**src/mem_share_params.svh**
```systemverilog
// Size macros for the shared-memory subsystem
// Include this file before any module or package that needs a width or a depth

`ifndef MEM_SHARE_PARAMS_SVH
`define MEM_SHARE_PARAMS_SVH

// Width of one memory word and of the write and read data buses
`define MS_DATA_W 32

// Word address width, enough to index every word of the bank
`define MS_ADDR_W 6

// Number of words held by the single SRAM bank
`define MS_DEPTH 64

// Width of the saturating per-port counter of requests dropped by abort
`define MS_CNT_W 8

`endif

```
**src/mem_share_pkg.sv**
```systemverilog
// Types shared by the shared-memory RTL and its testbench
// Modules pull these in with a wildcard import in the module header

`include "mem_share_params.svh"

package mem_share_pkg;

  // Opcode carried with every request from a port to the bank
  // A read returns the stored word with the response strobe
  // A write stores the word and the strobe only acknowledges it
  typedef enum logic [0:0] {
    OP_READ  = 1'b0,
    OP_WRITE = 1'b1
  } op_e;

endpackage

```
**src/spill_register_flushable.sv**
```systemverilog
// Two-entry handshake register that breaks every combinational path from input to output
// A flush empties both entries in one cycle, and Bypass turns the block into plain wires

`timescale 1ns/1ps

`include "mem_share_params.svh"

module spill_register_flushable #(
  parameter bit Bypass = 1'b0
) (
  input  logic                  clk_i,
  input  logic                  rst_ni,
  input  logic                  valid_i,
  input  logic                  flush_i,
  output logic                  ready_o,
  input  logic                  op_i,
  input  logic [`MS_ADDR_W-1:0] addr_i,
  input  logic [`MS_DATA_W-1:0] wdata_i,
  output logic                  valid_o,
  input  logic                  ready_i,
  output logic                  op_o,
  output logic [`MS_ADDR_W-1:0] addr_o,
  output logic [`MS_DATA_W-1:0] wdata_o
);

  if (Bypass) begin : gen_bypass
    // Transparent variant with handshake and payload passed straight through
    assign valid_o = valid_i;
    assign ready_o = ready_i;
    assign op_o    = op_i;
    assign addr_o  = addr_i;
    assign wdata_o = wdata_i;
  end else begin : gen_spill
    // Stage A takes new input, stage B holds what A could not hand on
    logic                  a_full_q, b_full_q;
    logic                  a_op_q, b_op_q;
    logic [`MS_ADDR_W-1:0] a_addr_q, b_addr_q;
    logic [`MS_DATA_W-1:0] a_wdata_q, b_wdata_q;
    logic                  a_fill, a_drain;
    logic                  b_fill, b_drain;

    // Stage A loads on an input handshake, never during a flush
    assign a_fill  = valid_i && ready_o && !flush_i;
    // A empties when B is free to take it or the output accepts it, or on flush
    assign a_drain = (a_full_q && !b_full_q) || flush_i;

    // Data leaving A moves into B only if the output is stalled
    assign b_fill  = a_drain && !ready_i && !flush_i;
    assign b_drain = (b_full_q && ready_i) || flush_i;

    // Input readiness only looks at local state, so ready_i never reaches ready_o
    assign ready_o = !a_full_q || !b_full_q;
    assign valid_o = a_full_q || b_full_q;

    // The older word sits in B, so B goes out first
    assign op_o    = b_full_q ? b_op_q    : a_op_q;
    assign addr_o  = b_full_q ? b_addr_q  : a_addr_q;
    assign wdata_o = b_full_q ? b_wdata_q : a_wdata_q;

    always_ff @(posedge clk_i or negedge rst_ni) begin
      if (!rst_ni) begin
        a_full_q <= 1'b0;
        b_full_q <= 1'b0;
      end else begin
        if (a_fill || a_drain) begin
          a_full_q <= a_fill;
        end
        if (b_fill || b_drain) begin
          b_full_q <= b_fill;
        end
      end
    end

    // Payload stages only load on a fill and need no reset
    always_ff @(posedge clk_i) begin
      if (a_fill) begin
        a_op_q    <= op_i;
        a_addr_q  <= addr_i;
        a_wdata_q <= wdata_i;
      end
      if (b_fill) begin
        b_op_q    <= a_op_q;
        b_addr_q  <= a_addr_q;
        b_wdata_q <= a_wdata_q;
      end
    end
  end

endmodule

```
**src/port_frontend.sv**
```systemverilog
// Per-port request front end built around the flushable spill register
// An abort strobe flushes the held requests and adds their number to a saturating counter

`timescale 1ns/1ps

`include "mem_share_params.svh"

module port_frontend import mem_share_pkg::*; (
  input  logic                  clk_i,
  input  logic                  rst_ni,
  input  logic                  req_valid_i,
  output logic                  req_ready_o,
  input  op_e                   op_i,
  input  logic [`MS_ADDR_W-1:0] addr_i,
  input  logic [`MS_DATA_W-1:0] wdata_i,
  input  logic                  abort_i,
  output logic                  arb_valid_o,
  input  logic                  arb_ready_i,
  output op_e                   arb_op_o,
  output logic [`MS_ADDR_W-1:0] arb_addr_o,
  output logic [`MS_DATA_W-1:0] arb_wdata_o,
  output logic [`MS_CNT_W-1:0]  dropped_o
);

  logic                 spill_ready, spill_valid, spill_op;
  logic                 accept, issue;
  logic [1:0]           occ_q, occ_d;
  logic [`MS_CNT_W-1:0] dropped_q;
  logic [`MS_CNT_W:0]   drop_sum;

  // Abort masks both handshakes so the flush never meets a transfer
  assign req_ready_o = spill_ready && !abort_i;
  assign arb_valid_o = spill_valid && !abort_i;
  assign arb_op_o    = op_e'(spill_op);

  spill_register_flushable #(
    .Bypass  (1'b0)
  ) i_spill (
    .clk_i   (clk_i),
    .rst_ni  (rst_ni),
    .valid_i (req_valid_i && !abort_i),
    .flush_i (abort_i),
    .ready_o (spill_ready),
    .op_i    (op_i),
    .addr_i  (addr_i),
    .wdata_i (wdata_i),
    .valid_o (spill_valid),
    .ready_i (arb_ready_i),
    .op_o    (spill_op),
    .addr_o  (arb_addr_o),
    .wdata_o (arb_wdata_o)
  );

  assign accept = req_valid_i && req_ready_o;
  assign issue  = arb_valid_o && arb_ready_i;

  // Occupancy follows both handshakes and drops to zero with the flush
  always_comb begin
    occ_d = occ_q;
    if (abort_i) begin
      occ_d = 2'd0;
    end else if (accept && !issue) begin
      occ_d = occ_q + 2'd1;
    end else if (!accept && issue) begin
      occ_d = occ_q - 2'd1;
    end
  end

  // One extra bit catches the carry for saturation
  assign drop_sum  = {1'b0, dropped_q} + {{(`MS_CNT_W-1){1'b0}}, occ_q};
  assign dropped_o = dropped_q;

  always_ff @(posedge clk_i or negedge rst_ni) begin
    if (!rst_ni) begin
      occ_q     <= 2'd0;
      dropped_q <= '0;
    end else begin
      occ_q <= occ_d;
      if (abort_i) begin
        // Counter sticks at all ones once it would wrap
        dropped_q <= drop_sum[`MS_CNT_W] ? '1 : drop_sum[`MS_CNT_W-1:0];
      end
    end
  end

endmodule

```
**src/rr_arbiter.sv**
```systemverilog
// Two-way round-robin arbiter in front of the single memory bank
// Grants one port per cycle and drives the winner's request onto the memory bus

`timescale 1ns/1ps

`include "mem_share_params.svh"

module rr_arbiter import mem_share_pkg::*; (
  input  logic                  clk_i,
  input  logic                  rst_ni,
  input  logic                  p0_valid_i,
  input  op_e                   p0_op_i,
  input  logic [`MS_ADDR_W-1:0] p0_addr_i,
  input  logic [`MS_DATA_W-1:0] p0_wdata_i,
  output logic                  p0_ready_o,
  input  logic                  p1_valid_i,
  input  op_e                   p1_op_i,
  input  logic [`MS_ADDR_W-1:0] p1_addr_i,
  input  logic [`MS_DATA_W-1:0] p1_wdata_i,
  output logic                  p1_ready_o,
  output logic                  mem_en_o,
  output op_e                   mem_op_o,
  output logic [`MS_ADDR_W-1:0] mem_addr_o,
  output logic [`MS_DATA_W-1:0] mem_wdata_o,
  output logic                  mem_port_o
);

  // Port number of the most recent grant
  logic last_q;
  logic gnt0, gnt1;

  // Port 1 wins when alone or when port 0 held the last grant
  assign gnt1 = p1_valid_i && (!p0_valid_i || !last_q);
  assign gnt0 = p0_valid_i && !gnt1;

  // The bank is always ready, so a grant is the ready of that port
  assign p0_ready_o = gnt0;
  assign p1_ready_o = gnt1;

  assign mem_en_o   = gnt0 || gnt1;
  assign mem_port_o = gnt1;

  // Fields follow the winner, and they are don't-care when nothing is granted
  always_comb begin
    if (gnt1) begin
      mem_op_o    = p1_op_i;
      mem_addr_o  = p1_addr_i;
      mem_wdata_o = p1_wdata_i;
    end else begin
      mem_op_o    = p0_op_i;
      mem_addr_o  = p0_addr_i;
      mem_wdata_o = p0_wdata_i;
    end
  end

  // Out of reset the pointer says port 1, so port 0 takes the first tie
  always_ff @(posedge clk_i or negedge rst_ni) begin
    if (!rst_ni) begin
      last_q <= 1'b1;
    end else if (mem_en_o) begin
      last_q <= gnt1;
    end
  end

endmodule

```
**src/sram_bank.sv**
```systemverilog
// Single-port word memory shared by both request ports
// Performs one access per cycle and strobes the owning port's response a cycle later

`timescale 1ns/1ps

`include "mem_share_params.svh"

module sram_bank import mem_share_pkg::*; (
  input  logic                  clk_i,
  input  logic                  rst_ni,
  input  logic                  mem_en_i,
  input  op_e                   mem_op_i,
  input  logic [`MS_ADDR_W-1:0] mem_addr_i,
  input  logic [`MS_DATA_W-1:0] mem_wdata_i,
  input  logic                  mem_port_i,
  output logic                  p0_rsp_valid_o,
  output logic                  p1_rsp_valid_o,
  output logic [`MS_DATA_W-1:0] rdata_o
);

  logic [`MS_DATA_W-1:0] mem_q [`MS_DEPTH];
  logic [`MS_DATA_W-1:0] rdata_q;
  logic                  rsp_q;
  logic                  port_q;
  logic                  wr_en, rd_en;

  assign wr_en = mem_en_i && (mem_op_i == OP_WRITE);
  assign rd_en = mem_en_i && (mem_op_i == OP_READ);

  // Word array clears to zero so unwritten addresses read back as zero
  always_ff @(posedge clk_i or negedge rst_ni) begin
    if (!rst_ni) begin
      for (int i = 0; i < `MS_DEPTH; i++) begin
        mem_q[i] <= '0;
      end
    end else if (wr_en) begin
      mem_q[mem_addr_i] <= mem_wdata_i;
    end
  end

  // Read data only changes on a read, a write ack leaves it alone
  always_ff @(posedge clk_i) begin
    if (rd_en) begin
      rdata_q <= mem_q[mem_addr_i];
    end
  end

  // Response strobe and owning port follow every access by one cycle
  always_ff @(posedge clk_i or negedge rst_ni) begin
    if (!rst_ni) begin
      rsp_q  <= 1'b0;
      port_q <= 1'b0;
    end else begin
      rsp_q <= mem_en_i;
      if (mem_en_i) begin
        port_q <= mem_port_i;
      end
    end
  end

  // Each strobe is a single cycle since rsp_q is refreshed every cycle
  assign p0_rsp_valid_o = rsp_q && !port_q;
  assign p1_rsp_valid_o = rsp_q && port_q;
  assign rdata_o        = rdata_q;

endmodule

```
**src/mem_share_top.sv**
```systemverilog
// Top level of the shared-memory subsystem
// Two request ports pass through their front ends and the arbiter into one SRAM bank

`timescale 1ns/1ps

`include "mem_share_params.svh"

module mem_share_top import mem_share_pkg::*; (
  input  logic                  clk_i,
  input  logic                  rst_ni,
  input  logic                  p0_req_valid_i,
  output logic                  p0_req_ready_o,
  input  op_e                   p0_op_i,
  input  logic [`MS_ADDR_W-1:0] p0_addr_i,
  input  logic [`MS_DATA_W-1:0] p0_wdata_i,
  input  logic                  p0_abort_i,
  output logic                  p0_rsp_valid_o,
  output logic [`MS_DATA_W-1:0] p0_rdata_o,
  output logic [`MS_CNT_W-1:0]  p0_dropped_o,
  input  logic                  p1_req_valid_i,
  output logic                  p1_req_ready_o,
  input  op_e                   p1_op_i,
  input  logic [`MS_ADDR_W-1:0] p1_addr_i,
  input  logic [`MS_DATA_W-1:0] p1_wdata_i,
  input  logic                  p1_abort_i,
  output logic                  p1_rsp_valid_o,
  output logic [`MS_DATA_W-1:0] p1_rdata_o,
  output logic [`MS_CNT_W-1:0]  p1_dropped_o
);

  // Front end to arbiter, one set per port
  logic                  p0_arb_valid, p0_arb_ready;
  logic                  p1_arb_valid, p1_arb_ready;
  op_e                   p0_arb_op, p1_arb_op;
  logic [`MS_ADDR_W-1:0] p0_arb_addr, p1_arb_addr;
  logic [`MS_DATA_W-1:0] p0_arb_wdata, p1_arb_wdata;

  // Arbiter to memory bank
  logic                  mem_en, mem_port;
  op_e                   mem_op;
  logic [`MS_ADDR_W-1:0] mem_addr;
  logic [`MS_DATA_W-1:0] mem_wdata, rdata;

  port_frontend i_p0_frontend (
    .clk_i       (clk_i),          .rst_ni      (rst_ni),
    .req_valid_i (p0_req_valid_i), .req_ready_o (p0_req_ready_o),
    .op_i        (p0_op_i),        .addr_i      (p0_addr_i),
    .wdata_i     (p0_wdata_i),     .abort_i     (p0_abort_i),
    .arb_valid_o (p0_arb_valid),   .arb_ready_i (p0_arb_ready),
    .arb_op_o    (p0_arb_op),      .arb_addr_o  (p0_arb_addr),
    .arb_wdata_o (p0_arb_wdata),   .dropped_o   (p0_dropped_o)
  );

  port_frontend i_p1_frontend (
    .clk_i       (clk_i),          .rst_ni      (rst_ni),
    .req_valid_i (p1_req_valid_i), .req_ready_o (p1_req_ready_o),
    .op_i        (p1_op_i),        .addr_i      (p1_addr_i),
    .wdata_i     (p1_wdata_i),     .abort_i     (p1_abort_i),
    .arb_valid_o (p1_arb_valid),   .arb_ready_i (p1_arb_ready),
    .arb_op_o    (p1_arb_op),      .arb_addr_o  (p1_arb_addr),
    .arb_wdata_o (p1_arb_wdata),   .dropped_o   (p1_dropped_o)
  );

  rr_arbiter i_arbiter (
    .clk_i       (clk_i),        .rst_ni      (rst_ni),
    .p0_valid_i  (p0_arb_valid), .p0_op_i     (p0_arb_op),
    .p0_addr_i   (p0_arb_addr),  .p0_wdata_i  (p0_arb_wdata),
    .p0_ready_o  (p0_arb_ready),
    .p1_valid_i  (p1_arb_valid), .p1_op_i     (p1_arb_op),
    .p1_addr_i   (p1_arb_addr),  .p1_wdata_i  (p1_arb_wdata),
    .p1_ready_o  (p1_arb_ready),
    .mem_en_o    (mem_en),       .mem_op_o    (mem_op),
    .mem_addr_o  (mem_addr),     .mem_wdata_o (mem_wdata),
    .mem_port_o  (mem_port)
  );

  sram_bank i_bank (
    .clk_i          (clk_i),          .rst_ni         (rst_ni),
    .mem_en_i       (mem_en),         .mem_op_i       (mem_op),
    .mem_addr_i     (mem_addr),       .mem_wdata_i    (mem_wdata),
    .mem_port_i     (mem_port),
    .p0_rsp_valid_o (p0_rsp_valid_o), .p1_rsp_valid_o (p1_rsp_valid_o),
    .rdata_o        (rdata)
  );

  // Read data is shared, and the strobe tells which port owns it
  assign p0_rdata_o = rdata;
  assign p1_rdata_o = rdata;

endmodule

```
**config.mk**
```make
export PLATFORM = sky130hd
export DESIGN_NAME = mem_share_top
export DESIGN_NICKNAME = d
export VERILOG_FILES = /design/src/mem_share_pkg.sv /design/src/spill_register_flushable.sv /design/src/port_frontend.sv /design/src/rr_arbiter.sv /design/src/sram_bank.sv /design/src/mem_share_top.sv
export VERILOG_INCLUDE_DIRS = /design/src /design/src/src
export SDC_FILE = /design/constraint.sdc
export NUM_CORES = 2
export LEC_CHECK = 0
export ABC_CLOCK_PERIOD_IN_PS = 9500
export BUFFER_PORTS_ARGS = -buffer_cell sky130_fd_sc_hd__buf_2
export CAP_MARGIN = 15
export CORE_MARGIN = 4
export CORE_UTILIZATION = 30
export DETAILED_ROUTE_END_ITERATION = 10
export PLACE_DENSITY = 0.41
export SYNTH_ARGS = -nofsm -noshare
export SYNTH_HDL_FRONTEND = slang
export SYNTH_SLANG_ARGS = --single-unit
export TNS_END_PERCENT = 30
```
**constraint.sdc**
```tcl
create_clock -name clk_i -period 9.5 [get_ports clk_i]
set_input_delay 0.95 -clock clk_i [delete_from_list [all_inputs] [get_ports clk_i]]
set_output_delay 0.95 -clock clk_i [all_outputs]
set_load 0.005 [all_outputs]
```
# Word-level counts from Yosys, hierarchy flattened
# Index checks and enable logic that the tools add are counted.
# W data, S select, Z words.
dict set report totals {
  register_bits 2263
  inputBits 84
  out_inout_bits 84
  wordCells 185
}
dict set report classes {
  addsub 6
  n_lt_le_gt_ge 2
  n_mux 23
  bitwise_logic 2
  reduce_logical 64
}
# op n
set op_table {}
lappend op_table {{$bwmux W2048} 1}
lappend op_table {{$bmux W32 S6} 1}
lappend op_table {{$demux W32 S6} 1}
lappend op_table {{$mux W32} 6}
lappend op_table {{$logic_and A1 B1 Y1} 33}
lappend op_table {{$add A8 B2 Y9} 2}
lappend op_table {{$mux W6} 3}
lappend op_table {{$mux W8} 2}
lappend op_table {{$logic_not A1 Y1} 15}
lappend op_table {{$logic_or A1 B1 Y1} 14}
lappend op_table {{$mux W2} 6}
lappend op_table {{$ge A7 B7 Y1 const B} 1}
lappend op_table {{$lt A7 B1 Y1 const B} 1}
lappend op_table {{$not A6 Y7} 1}
lappend op_table {{$reduce_bool A3 Y1} 2}
lappend op_table {{$add A2 B1 Y2 const B} 2}
lappend op_table {{$sub A2 B1 Y2 const B} 2}
lappend op_table {{$mux W1} 3}
lappend op_table {{$not A1 Y1} 1}

# Longest topological paths before layout
dict set report depth {
  depth_word 12
  depth_mapped 14
  depth_no_buf 8
}

# Hierarchy
# From an unflattened synthesis, not the netlist that was laid out.
dict set report hier_totals {
  hier_cells 7397
  hier_area_um2 102085.4
}
# module n_inst cells_each area_per_inst_um2 seq_area_each_um2
set by_module_without_submodules {}
lappend by_module_without_submodules {sram_bank 1 6925 93828.7 52260.1}
lappend by_module_without_submodules {spill_register_flushable 2 131 3114.2 2392.3}
lappend by_module_without_submodules {{port_frontend at i_p1_frontend} 1 65 619.3 250.2}
lappend by_module_without_submodules {{port_frontend at i_p0_frontend} 1 62 594.3 250.2}
lappend by_module_without_submodules {rr_arbiter 1 51 574.3 26.3}
lappend by_module_without_submodules {mem_share_top 1 32 240.2 0.0}

# Worst setup path before layout
# Ideal clock, no wire load.
dict set report synth_timing {
  path_kind {in2reg}
  start {input port p0_abort_i}
  end {register i_p0_frontend.i_spill.gen_spill.b_addr_q[0], enable pin}
  setup_time_ns 0.546
  arrival_ns 5.467
  required_time_ns 8.954
  slack_ns 3.486
  cell_stages 4
  path_buffers 0
  cell_sequence {o21ba_1 -> nand2_1 -> nand2_1 -> nor4b_1}
}
dict set report synth_via {
  elab_chain_len 10
  elab_cells_between_ends 11
  cone_classes {reduce/logical (11)}
}
# element line_no
set synth_lines {}
lappend synth_lines {{start, declared} mem_share_top.sv:16} ;# input logic p0_abort_i,
lappend synth_lines {{$logic_not A1 Y1} {spill_register_flushable.sv:48, port_frontend.sv:33}}
lappend synth_lines {{$logic_and A1 B1 Y1} port_frontend.sv:33} ;# assign arb_valid_o = spill_valid && !abort_i;
lappend synth_lines {{$logic_not A1 Y1} rr_arbiter.sv:33} ;# assign gnt1 = p1_valid_i && (!p0_valid_i || !last_q);
lappend synth_lines {{$logic_or A1 B1 Y1} rr_arbiter.sv:33}
lappend synth_lines {{$logic_and A1 B1 Y1} rr_arbiter.sv:33}
lappend synth_lines {{$logic_not A1 Y1} rr_arbiter.sv:34} ;# assign gnt0 = p0_valid_i && !gnt1;
lappend synth_lines {{$logic_and A1 B1 Y1} rr_arbiter.sv:34}
lappend synth_lines {{$logic_not A1 Y1} spill_register_flushable.sv:48} ;# assign b_fill = a_drain && !ready_i && !flush_i;
lappend synth_lines {{$logic_and A1 B1 Y1} spill_register_flushable.sv:48}
lappend synth_lines {{$logic_and A1 B1 Y1 (*)} spill_register_flushable.sv:48}
lappend synth_lines {{via i_p0_frontend.i_spill.gen_spill.b_fill} spill_register_flushable.sv:40} ;# logic b_fill, b_drain;
lappend synth_lines {{end signal, assigned} spill_register_flushable.sv:83} ;# b_addr_q <= a_addr_q;
lappend synth_lines {{end, declared} spill_register_flushable.sv:37} ;# logic [`MS_ADDR_W-1:0] a_addr_q, b_addr_q;
# Mark *: on every way through the listed nets, which the timed path passes. The rest lies on a longest branch.
# A chain may end at the register's enable or synchronous reset.

# Final worst setup path
dict set report layout_timing {
  start {register i_p1_frontend.i_spill.gen_spill.b_full_q}
  end {register i_bank.rdata_q[22] (netlist: i_bank.rdata_o[22]) (data pin)}
}
dict set report layout_via {
  elab_chain_len 8
  elab_cells_between_ends 9
  cone_classes {mux (5); bitwise (1); reduce/logical (3)}
}
# element line_no
set layout_lines {}
lappend layout_lines {{start, declared} spill_register_flushable.sv:35} ;# logic a_full_q, b_full_q;
lappend layout_lines {{start signal, assigned} spill_register_flushable.sv:69} ;# b_full_q <= b_fill;
lappend layout_lines {{$logic_or A1 B1 Y1} spill_register_flushable.sv:53} ;# assign valid_o = a_full_q || b_full_q;
lappend layout_lines {{$logic_and A1 B1 Y1} port_frontend.sv:33}
lappend layout_lines {{$logic_and A1 B1 Y1} rr_arbiter.sv:33}
lappend layout_lines {{$mux W6 (*)} rr_arbiter.sv:45} ;# if (gnt1) begin
lappend layout_lines {{$not A6 Y7 (implied by the code) (*)} sram_bank.sv:44} ;# rdata_q <= mem_q[mem_addr_i];
lappend layout_lines {{$bmux W32 S6 (*)} sram_bank.sv:44}
lappend layout_lines {{$mux W32 (implied by the code) (*) (2 in series)} sram_bank.sv:44}
lappend layout_lines {{end signal, assigned} sram_bank.sv:44}
lappend layout_lines {{end, declared} sram_bank.sv:22} ;# logic [`MS_DATA_W-1:0] rdata_q;
# Every way passes the cells marked *; elsewhere a longest branch is shown, timed or not. The select of a mux whose other input is x is not followed.

==> impl_results.md <==
* Number of buffers added on ports at 167
* Most frequent cells in the layout: 2416 x nand2_1, 2072 x dfrtp_1, 2057 x o21ai_0, 343 x a222oi_1, 277 x clkbuf_16
* CTS tree: built
* Worst skew pair latency at 0.90 ns
* Final hold vios at 0
* Die Ht at 565.9 um
* Pwr Density at 211.7 mW/mm2
* Fraction of final layout cells sized beyond drive strength 1 at 0.1181
* Synth Register Bits at 2263
* Syn Inst Count at 9215
* Vias per Instance at 5.407
* CTS clk-pin slew, worst paths at 0.06 ns
* Setup bufs post-CTS at 0
* Status: finished clean
* Most common cell after layout, fill and taps aside: nand2_1
* Final min period at 5.957 ns
* First-pass GRT wire length at 551.3 mm
* Clock Skews at 0.04518 ns
* GRT Residual Overflow at 0
* Crit path kind: reg2reg
* Lkg Pwr at 45.11 nW
* Vias in the first global route at 71450
* Setup crit end kind: flop
* Max-slew violation count at 0
* Syn_area_per_cell at 10.13 um2
* Hpwl dp at 218.8 mm
* Wire per inst at 28.86 um
* RSZ-0062 raised after global routing: no
* DRT iter0 DRCs at 7536
* Num CTS Buffers at 267
* Width of the die at 565.9 um
* Post-synth ARST share at 0.9169
* Total track usage at 0.2351
* DRC viols at 0
* Critical Path Source: i_p1_frontend.i_spill.gen_spill.b_full_q
* Setup crit start kind: flop
* HP Class: in2async
* Met1 Routed Length at 173.9 mm
* Final wirelength at 383.9 mm
* Seq/Total Area, Yosys at 0.6166
* Initial antenna violation count at 14
* TritonCTS Sinks at 2263
* Worst Path Arrival at 6.48 ns
* Final setup TNS at 0 ns
* Root Driver: clkbuf_16
* Largest fanout on the critical path at 61
* Fin nets at 9061
* Post-Synthesis Cell Area at 0.09337 mm2
* Worst r2r src: i_p1_frontend.i_spill.gen_spill.b_full_q
* Req. time, crit path at 10.03 ns
* Filler cells at 31220
* Achievable Freq at 0.1679 GHz
* Worst ir drop on vdd at 138.8 uV
* Core Rows at 204
* Post-route ant nets at 0
* Drt pass-1 iters at 10
* Die area at 0.3202 mm2
* Met3 Wirelength at 21.84 mm
* Yosys Warn Count at 0
* Slew at the pin closest to its max-slew limit at 1.201 ns
* Routability cong. at 0.7898
* Largest net degree at the start of global routing at 183
* Met2 wire length at 176.6 mm
* Starting Density at 0.3018
* Synthesized Nets at 9305
* EDFF count, synth at 188
* Synth unique cells at 71
* Setup violators final at 0
* Uppermost routed layer: met5
* Maxcap violations at 0
* Area grow syn2layout at 15.09%
* CTS Hold Buffers Added at 0
* Via count at 71940
* Final Core Density at 0.3474
* Primary FF master, synth: dfrtp_1
* Period utilisation layout at 0.6270
* Clock Path Buffers at 4
* H-tree Lvls at 5
* Worst slew margin at 0.1996
* Core area at 0.3094 mm2
* I/O Pins at 168
* Cts repair resizes at 0
## cell usage after synthesis (5+ instances only)
cell type  number  area share
buf_6           5     0.00060
a22oi_1        56      0.0045
or2_2           6     0.00040
buf_1          38      0.0015
mux2_2        140       0.017
or3_1           9     0.00060
buf_2          36      0.0019
mux2i_1       104       0.011
inv_1          15     0.00060
nand3_1        52      0.0028
a22o_1        124       0.012
o22ai_1        23      0.0015
nand4_1        13     0.00087
nand2_1      2450       0.098
o21ai_0      2058        0.11
a221oi_1      145       0.014
buf_4          32      0.0026
xor2_1          5     0.00047
a222oi_1      343       0.037
clkbuf_1      795       0.032
dfrtp_1      2074        0.56
nor2_1         34      0.0014
o21ai_1        34      0.0018
nor4_1         48      0.0032
edfxtp_1      188       0.060
o2bb2ai_1      12      0.0011
a21oi_1        56      0.0030
nor2b_1         5     0.00034
a31oi_1       229       0.015
nor3_1         12     0.00064
## worst max-delay path, stage by stage, from the launching register on
cell	delay, ns
dfrtp_4	0.61
o21bai_4	0.15
a21oi_4	0.58
buf_4	0.65
or2_2	0.61
o22ai_4	0.13
buf_12	0.25
buf_12	0.32
a222oi_1	0.39
a31oi_1	0.37
nor4_1	1.07
nand2_1	0.36
## final timing paths
check,endpoint,slack (ns),cells past startpoint
worst min register to register,i_p0_frontend.i_spill.gen_spill.b_wdata_q[31],0.44,0
worst max register to register,i_bank.rdata_o[22],3.54,11
worst max-delay path,i_bank.rdata_o[22],3.54,11
worst min-delay path,i_bank.mem_q[261],0.05,1
min in group clk_i,i_p0_frontend.i_spill.gen_spill.a_wdata_q[15],0.24,1
max in group asynchronous,i_bank.mem_q[738],7.06,3
## logic make-up after synthesis
| family | synth area share |
|---|---|
| multiplexers | 0.02818 |
| adder cells (fa/ha/maj) | 0.0009649 |
| flip-flops | 0.6166 |
| AND/OR/NAND/NOR | 0.1111 |
| AO/OA/AOI/OAI | 0.2033 |
| XOR/XNOR | 0.0006566 |
| buffers and inverters | 0.03920 |
## registers in the layout, summed over array words and instances (netlist names), 8 cells and up
| name | cells |
|---|---|
| i_p1_frontend.i_spill.gen_spill.b_wdata_q | 32 |
| i_bank.mem_q | 2048 |
| i_p0_frontend.dropped_o | 8 |
| i_p1_frontend.i_spill.gen_spill.a_wdata_q | 32 |
| i_p1_frontend.dropped_o | 8 |
| i_p0_frontend.i_spill.gen_spill.a_wdata_q | 32 |
| i_bank.rdata_o | 32 |
| i_p0_frontend.i_spill.gen_spill.b_wdata_q | 32 |
## per-layer routing
layer,up-vias,global-route usage
met1,36740,0.3330
met2,2331,0.3755
met3,545,0.03140
met5,-,0
li1,32310,-
met4,10,0.06987
## through the flow
step | instance area (um2) | worst slack, ns | hold slack (ns) | total power, W | cells
after floorplan | 93370 | 3.486 | 0.4222 | 0.01181 | 9215
after global placement | 98790 | 2.797 | 0.4346 | 0.01268 | 12820
after detailed placement | 98840 | 2.831 | 0.4307 | 0.01274 | 12820
after CTS | 107400 | 3.503 | 0.02751 | 0.02304 | 13290
after global routing | 107400 | 3.396 | 0.09270 | 0.02368 | 13300
final | 107500 | 3.543 | 0.05067 | 0.02275 | 13310
## power by group
group | leakage, nW | internal [W] | total, W | switching (W)
logic | 10.6 | 0.000498 | 0.00173 | 0.00123
registers | 30.3 | 0.0104 | 0.0108 | 0.000394
clock network | 4.22 | 0.00589 | 0.0102 | 0.00432
total | 45.1 | 0.0168 | 0.0227 | 0.00594
## final cells by class
class | count | area [um2] | share of cell area
Antenna cell | 11 | 27.53 | 0.0002562
Clock buffer | 407 | 7990 | 0.07436
Clock inverter | 65 | 583.1 | 0.005426
Inverter | 15 | 56.30 | 0.0005240
Multi-Input combinational cell | 6031 | 33210 | 0.3090
Sequential cell | 2263 | 57580 | 0.5358
Tap cell | 4120 | 5155 | 0.04797
Timing Repair Buffer | 393 | 2860 | 0.02662
Power figures use the tool's default switching activity.
